### config.mk
export PLATFORM = sky130hd
export DESIGN_NAME = quad_interp_top
export DESIGN_NICKNAME = d
export VERILOG_FILES = /design/src/hdl/interp_pkg.sv /design/src/hdl/interp_ctrl.sv /design/src/hdl/interp_stage.sv /design/src/hdl/result_bank.sv /design/src/hdl/quad_interp_top.sv
export SDC_FILE = /design/constraint.sdc
export NUM_CORES = 1
export LEC_CHECK = 0
export BUFFER_PORTS_ARGS = -buffer_cell sky130_fd_sc_hd__buf_2
export CAP_MARGIN = 30
export CORE_MARGIN = 2
export CORE_UTILIZATION = 53
export DETAILED_ROUTE_END_ITERATION = 10
export PLACE_DENSITY = 0.76
export SLEW_MARGIN = 30
export SYNTH_ARGS = -nofsm -noshare
export SYNTH_HDL_FRONTEND = slang
export SYNTH_SLANG_ARGS = --single-unit
export TNS_END_PERCENT = 100
### constraint.sdc
create_clock -name clk -period 3.14 [get_ports clk]
set_clock_uncertainty 0.2 [all_clocks]
set_input_delay 0.471 -clock clk [delete_from_list [all_inputs] [get_ports clk]]
set_output_delay 0.471 -clock clk [all_outputs]
set_load 0.01 [all_outputs]
### src/hdl/interp_pkg.sv
package interp_pkg;

   // Sample counts
   localparam int N_IN  = 6;                  // Input points per set.
   localparam int N_MID = 2 * N_IN - 1;       // Points after stage one.
   localparam int N_OUT = 2 * N_MID - 1;      // Points after stage two.

   // Word widths
   localparam int SAMPLE_W = 8;               // Input sample width.
   localparam int WORK_W   = 9;               // Stage arithmetic width, results wrap here.
   localparam int OUT_W    = 16;              // Output bank width.

   // Pipeline timing, in rising edges counted from E0.
   localparam int STAGE_LAT  = 3;             // Load edge to valid stage result.
   localparam int LOAD2_EDGE = 1 + STAGE_LAT;          // Stage two capture edge.
   localparam int BANK_EDGE  = LOAD2_EDGE + STAGE_LAT; // Bank update and ack edge.
   localparam int CNT_W      = $clog2(BANK_EDGE + 1);

   // Controller state codes
   localparam logic [1:0] ST_IDLE = 2'd0;
   localparam logic [1:0] ST_RUN  = 2'd1;
   localparam logic [1:0] ST_HOLD = 2'd2;

   typedef logic signed [SAMPLE_W-1:0] sample_t;
   typedef logic signed [WORK_W-1:0]   work_t;
   typedef logic signed [OUT_W-1:0]    out_t;

endpackage

### src/hdl/interp_ctrl.sv
`timescale 1ns/1ns

module interp_ctrl
   import interp_pkg::*;
(
   input  logic clk,
   input  logic rst_n,
   input  logic req,
   output logic ack,
   output logic load1,
   output logic load2,
   output logic bank_load
);

   logic [1:0]       state;
   logic [CNT_W-1:0] cnt;    // Holds m just before edge Em of a run.
   logic             armed;  // Req seen low since the last handshake.

   always_ff @(posedge clk)
   begin
      if (!rst_n)
      begin
         state     <= ST_IDLE;
         cnt       <= '0;
         armed     <= 1'b1;
         ack       <= 1'b0;
         load1     <= 1'b0;
         load2     <= 1'b0;
         bank_load <= 1'b0;
      end
      else
      begin
         // Strobes last a single cycle.
         load1     <= 1'b0;
         load2     <= 1'b0;
         bank_load <= 1'b0;

         case (state)
            ST_IDLE:
            begin
               if (!req)
               begin
                  armed <= 1'b1;
               end
               else if (armed)
               begin
                  // This is E0; stage one captures din at E1.
                  armed <= 1'b0;
                  load1 <= 1'b1;
                  cnt   <= CNT_W'(1);
                  state <= ST_RUN;
               end
            end

            ST_RUN:
            begin
               cnt <= cnt + 1'b1;
               if (cnt == CNT_W'(LOAD2_EDGE - 1))
               begin
                  load2 <= 1'b1;                 // Stage one result is valid.
               end
               if (cnt == CNT_W'(BANK_EDGE - 1))
               begin
                  bank_load <= 1'b1;             // Stage two result is valid.
               end
               if (cnt == CNT_W'(BANK_EDGE))
               begin
                  ack   <= 1'b1;                 // Bank updates on this same edge.
                  state <= ST_HOLD;
               end
            end

            ST_HOLD:
            begin
               if (!req)
               begin
                  ack   <= 1'b0;
                  state <= ST_IDLE;
               end
            end

            default:
            begin
               ack   <= 1'b0;
               state <= ST_IDLE;
            end
         endcase
      end
   end

endmodule

### src/hdl/interp_stage.sv
`timescale 1ns/1ns

module interp_stage
   import interp_pkg::*;
#(
   parameter int N_PTS = N_IN,
   parameter int IN_W  = SAMPLE_W
)
(
   input  logic                   clk,
   input  logic                   load,
   input  logic signed [IN_W-1:0] pts_in  [N_PTS],
   output work_t                  pts_out [2*N_PTS-1]
);

   // Input points at working width.
   work_t pts_r [N_PTS];

   // Level one, one entry per gap between neighbouring points.
   work_t even_q [N_PTS];     // Original points, delayed to line up.
   work_t p38_q  [N_PTS-1];   // Three-eighths term.
   work_t p34_q  [N_PTS-1];   // Three-quarters term.
   work_t m18_q  [N_PTS-1];   // One-eighth term, subtracted.

   // Shift-and-add weights of the quadratic midpoint estimate.
   function automatic work_t three_eighths(input work_t p);
      return (p >>> 2) + (p >>> 3);
   endfunction

   function automatic work_t three_quarters(input work_t p);
      return (p >>> 1) + (p >>> 2);
   endfunction

   function automatic work_t one_eighth(input work_t p);
      return p >>> 3;
   endfunction

   // Input register.
   always_ff @(posedge clk)
   begin
      if (load)
      begin
         for (int k = 0; k < N_PTS; k++)
         begin
            pts_r[k] <= pts_in[k];    // Sign-extends to WORK_W.
         end
      end
   end

   // First arithmetic level.
   always_ff @(posedge clk)
   begin
      for (int k = 0; k < N_PTS; k++)
      begin
         even_q[k] <= pts_r[k];
      end

      // Gap g sits between points g and g+1 and looks ahead to g+2.
      for (int g = 0; g < N_PTS - 2; g++)
      begin
         p38_q[g] <= three_eighths(pts_r[g]);
         p34_q[g] <= three_quarters(pts_r[g+1]);
         m18_q[g] <= one_eighth(pts_r[g+2]);
      end

      // No point to the right of the last gap, so look back instead.
      p38_q[N_PTS-2] <= three_eighths(pts_r[N_PTS-1]);
      p34_q[N_PTS-2] <= three_quarters(pts_r[N_PTS-2]);
      m18_q[N_PTS-2] <= one_eighth(pts_r[N_PTS-3]);
   end

   // Second arithmetic level, interleaving kept and new points.
   always_ff @(posedge clk)
   begin
      for (int k = 0; k < N_PTS; k++)
      begin
         pts_out[2*k] <= even_q[k];
      end

      for (int g = 0; g < N_PTS - 1; g++)
      begin
         pts_out[2*g+1] <= p38_q[g] + p34_q[g] - m18_q[g];   // Wraps to WORK_W.
      end
   end

endmodule

### src/hdl/result_bank.sv
`timescale 1ns/1ns

module result_bank
   import interp_pkg::*;
(
   input  logic  clk,
   input  logic  rst_n,
   input  logic  load,
   input  work_t pts_in [N_OUT],
   output out_t  dout   [N_OUT]
);

   // Output bank, held between handshakes.
   always_ff @(posedge clk)
   begin
      if (!rst_n)
      begin
         for (int k = 0; k < N_OUT; k++)
         begin
            dout[k] <= '0;
         end
      end
      else if (load)
      begin
         for (int k = 0; k < N_OUT; k++)
         begin
            dout[k] <= pts_in[k];     // Sign-extends to OUT_W.
         end
      end
   end

endmodule

### src/hdl/quad_interp_top.sv
`timescale 1ns/1ns

module quad_interp_top
   import interp_pkg::*;
(
   input  logic    clk,
   input  logic    rst_n,
   input  sample_t din  [N_IN],
   input  logic    req,
   output logic    ack,
   output out_t    dout [N_OUT]
);

   logic  load1;
   logic  load2;
   logic  bank_load;

   work_t mid_pts [N_MID];    // Stage one result.
   work_t fin_pts [N_OUT];    // Stage two result.

   // Handshake and load timing.
   interp_ctrl ctrl_i
   (
      .clk       (clk),
      .rst_n     (rst_n),
      .req       (req),
      .ack       (ack),
      .load1     (load1),
      .load2     (load2),
      .bank_load (bank_load)
   );

   // 6 points to 11.
   interp_stage
   #(
      .N_PTS (N_IN),
      .IN_W  (SAMPLE_W)
   )
   stage1_i
   (
      .clk     (clk),
      .load    (load1),
      .pts_in  (din),
      .pts_out (mid_pts)
   );

   // 11 points to 21.
   interp_stage
   #(
      .N_PTS (N_MID),
      .IN_W  (WORK_W)
   )
   stage2_i
   (
      .clk     (clk),
      .load    (load2),
      .pts_in  (mid_pts),
      .pts_out (fin_pts)
   );

   result_bank bank_i
   (
      .clk    (clk),
      .rst_n  (rst_n),
      .load   (bank_load),
      .pts_in (fin_pts),
      .dout   (dout)
   );

endmodule

==> results.env <==
RUN_STATUS='finished, final reports clean'
SETUP-VIOLATIONS-FINAL=0
DRT-WIRELENGTH-PER-CELL_UM=15.3
POWER.DENSITY_CELL_AREA_nW_PER_UM2=624
POST_SYNTHESIS_SEQUENTIAL_AREA_RATIO=0.531
DRT_PRE_ANTENNA_ITERS=5
DRV.MAX_CAP_VIOLATION_COUNT=0
YOSYS.AREA.TOP_TYPE_SHARE=0.420
MAPPEDNETLISTNETS=3695
NUMBER_OF_BUFFER_CELLS_ADDED_ON_PRIMARY_PORTS=387
ACHIEVABLE-FREQUENCY_MHz=358
CTSROOTBUFFERMASTER='clkbuf_16'
MAXIMUM_NUMBER_OF_PINS_ON_ONE_NET_BEFORE_GLOBAL_ROUTE_REPAIR=95
HOLD_VIOL=0
TOTALWIRELENGTH_UM=70600
FINAL_MAX_SLEW_VIOL_COUNT=0
FLOORPLAN.ROWS=98
INITIALDRTVIOLATIONCOUNT=1036
WORSTREG2REGEND='stage1_i.pts_out[34]'
WORSTHOLDSTART='stage1_i.even_q[3][2]'
CLKLATENCYLATEPIN_NS=0.66
WORSTPATHREQUIRED_NS=3.46
DIE_W_UM=272
SYNTH.LIB_CELLS_USED.DISTINCT=44
AREA_DELTA_SYNTH_FINAL_PCT=15.3
GLOBAL_ROUTE.OVERFLOW_TOTAL=0
TIMING_WORST_SLEW_PIN_VALUE_NS=0.680
SYNTH_ENABLE_FLOP_CELLS=141
GRT_OVERALL_USAGE=0.188
WIRE_LENGTH_OF_THE_FIRST_GLOBAL_ROUTING_PASS_UM=111000
ANTENNA_FOUND_INITIAL=0
SYNTH_ASYNC_SR_FLOP_SHARE=0
CTS_TREE='built'
FINALWEIGHTEDCONGESTION=0.880
DEPTH_OF_THE_WORST_HOLD_TIMING_PATH=0
SLEW_HEADROOM=0.547
GRT_SETUP_UNREPAIRED='false'
SETUP.WORST_PATH.END_CLASS='flip-flop'
CLOCK_SINKS=941
CORE_REGION_AREA_UM2=71400
AVGVIACOUNTPERCELL=4.72
CTS_HOLD_REPAIR.BUFFERS=49
FF2FF_SETUP_SLACK_NS=0.34
LEAKAGE_nW=20.1
VDD.IR_DROP.WORST_V=0.000420
SYNTH.CELL_AREA_UM2=38100
POST_CTS.RESIZED_INSTANCES=0
SHARE_OF_CELLS_ABOVE_DRIVE_STRENGTH_1=0.154
YOSYS_WARNING_TOTAL=0
SYNTH.FF_LATCH_COUNT=941
REMAINING_DRC_ERRORS=0
MOSTFREQUENTLAYOUTCELL='dfxtp_1'
SETUP_TOTAL_NEGATIVE_SLACK_NS=0
HIGHEST_COUNT_CELLS_IN_THE_LAYOUT_IGNORING_FILL_AND_TAPS='dfxtp_1 (797), inv_1 (440), buf_2 (386), ha_1 (247), nor2b_1 (204)'
WORSTPATHARRIVAL_NS=3.12
SYNTH_CELLS=3249
FINAL_ANTENNA_NET_COUNT=0
LAUNCHING_ELEMENT_TYPE_OF_THE_CRITICAL_PATH='flip-flop'
SYNTH_LARGEST_AREA_CELL='dfxtp_1'
ANTENNA_CELLS_INSERTED=0
DESIGN.PORTCOUNT=388
CRIT_PATH_MAX_FANOUT=6
GRT_PASS1_VIAS=21500
LAYOUT_MIN_CYCLE_TIME_NS=2.80
DETAILROUTE.VIA_COUNT=21700
HP-CLASS='flip-flop to flip-flop'
CTS-BUFFERS-INSERTED=93
POSTSYNTHAREAPERCELL_UM2=11.7
POST_ROUTE_CLOCK_PERIOD_UTILIZATION=0.891
POST-CTS-SETUP-BUFFERS=0
MAX-CLOCK-PATH-BUFFERS=3
MIN_TO='stage1_i.pts_out[38]'
DIE_AREA_UM2=74100
HPWL_UM=52700
POST_SYNTH_MAIN_AREA_CONTRIBUTORS='dfxtp_1 (42%), edfxtp_1 (11%), ha_1 (8.1%), fa_1 (7.8%), mux2i_1 (5.2%)'
POSTSYNTH.TOPFLOPCELL='dfxtp_1'
POWER_mW=27.4
WORST_REG2REG_PATH_DEPTH=7
DIE_HEIGHT_UM=272
START_UTIL=0.534
CLK_PIN_SLEW_WORST_PATHS_NS=0.06
HTREE_NUM_LEVELS=3
CRITICAL_PATH.REG2REG.STARTPOINT='stage1_i.even_q[5][7]'
NUM-NETS-FINAL=4025
WORST-SETUP-PATH-TYPE='flip-flop to flip-flop'
-- sequential cells by signal, summed over array words and instances, names as in the netlist --
signal	flops
bank_i.dout	183
ctrl_i.ack	1
ctrl_i.armed	1
ctrl_i.bank_load	1
ctrl_i.cnt	3
ctrl_i.load1	1
ctrl_i.load2	1
ctrl_i.state	2
stage1_i.even_q	47
stage1_i.p34_q	29
stage1_i.p38_q	30
stage1_i.pts_out	93
stage1_i.pts_r	48
stage2_i.even_q	87
stage2_i.m18_q	4
stage2_i.p34_q	68
stage2_i.p38_q	66
stage2_i.pts_out	183
stage2_i.pts_r	93
-- per-layer routing --
layer	vias up	routed length (um)	global-route usage
met2	378	32300	0.304
met3	96	2960	0.0338
met4	0	1490	0.0555
met5	-	0	0
met1	10100	33800	0.260
li1	11100	-	-
-- worst max-delay path, cell delays in order (launching register included) --
cell and delay, ns:
dfxtp_1 0.52, inv_1 0.16, fa_1 0.63, inv_1 0.08, ha_1 0.36, nor2b_1 0.09, a221o_1 0.36, a211o_1 0.27
-- synth_stat cells (all sizes together), types with 2 or more instances --
cell / instances
a21boi: 3
nor4b: 2
inv: 440
nand2b: 3
clkbuf: 45
and4b: 11
xnor2: 146
a21oi: 156
a211oi: 17
and3: 5
edfxtp: 141
o2bb2ai: 2
a221oi: 8
and2: 2
a221o: 2
o211ai: 2
a211o: 2
o31ai: 13
nand2: 125
o21a: 13
xor2: 69
o21bai: 19
a21o: 89
nor2: 21
buf: 173
ha: 247
nand3: 25
o21ai: 57
nor3: 24
fa: 148
a31oi: 22
mux2i: 200
nor2b: 204
o22ai: 2
dfxtp: 800
and4: 6
-- worst max path at each step --
stage / from / to / slack (ns)
after floorplan: ctrl_i.load2 / stage2_i.pts_r[0][0] / 0.17
after global placement: stage1_i.even_q[5][7] / stage1_i.pts_out[34] / 0.44
after detailed placement: stage1_i.even_q[5][7] / stage1_i.pts_out[34] / 0.36
after CTS: stage1_i.even_q[5][7] / stage1_i.pts_out[34] / 0.35
after global routing: stage1_i.even_q[5][7] / stage1_i.pts_out[34] / 0.21
final: stage1_i.even_q[5][7] / stage1_i.pts_out[34] / 0.34
-- logic make-up (layout without fill, tap and decap cells) --
group / after synthesis / count (layout) / share of synthesized area
AOI/OAI and AO/OA: 411 / 411 / 0.0669
xor gates and xnor gates: 215 / 215 / 0.0494
adders and majority gates: 395 / 395 / 0.159
buffers and inverters: 658 / 1068 / 0.0805
DFF: 941 / 941 / 0.531
muxes: 200 / 200 / 0.0525
and+or+nand+nor: 429 / 429 / 0.0611
-- per-stage QoR --
step           setup WS [ns]   util  hold WS [ns]  cell area (um2)  instances
2_1_floorplan          0.174      -         0.110            38100       3249
3_3_place_gp           0.440  0.561         0.110            40100       4385
3_5_place_dp           0.365  0.561         0.112            40100       4385
4_1_cts                0.350  0.616        0.0658            44000       4609
5_1_grt                0.208  0.616        0.0953            44000       4609
6_report               0.344  0.616        0.0960            44000       4609
-- area by class of cell --
cell class / instances / area (um2)
multi-input cells: 1650 / 14800
fillers: 5651 / 27400
clock buffers: 133 / 2740
flip-flops and latches: 941 / 20300
clock inverters: 42 / 678
repair buffers: 453 / 2630
well taps: 950 / 1190
inverters: 440 / 1650
-- where the power goes --
group	total, mW	internal (mW)	switching (mW)
Combinational	2.40	1.10	1.31
Sequential	13.1	12.9	0.221
Clock	11.9	7.11	4.80
Total	27.4	21.1	6.33
No activity file was read; power rests on OpenSTA's default activity.
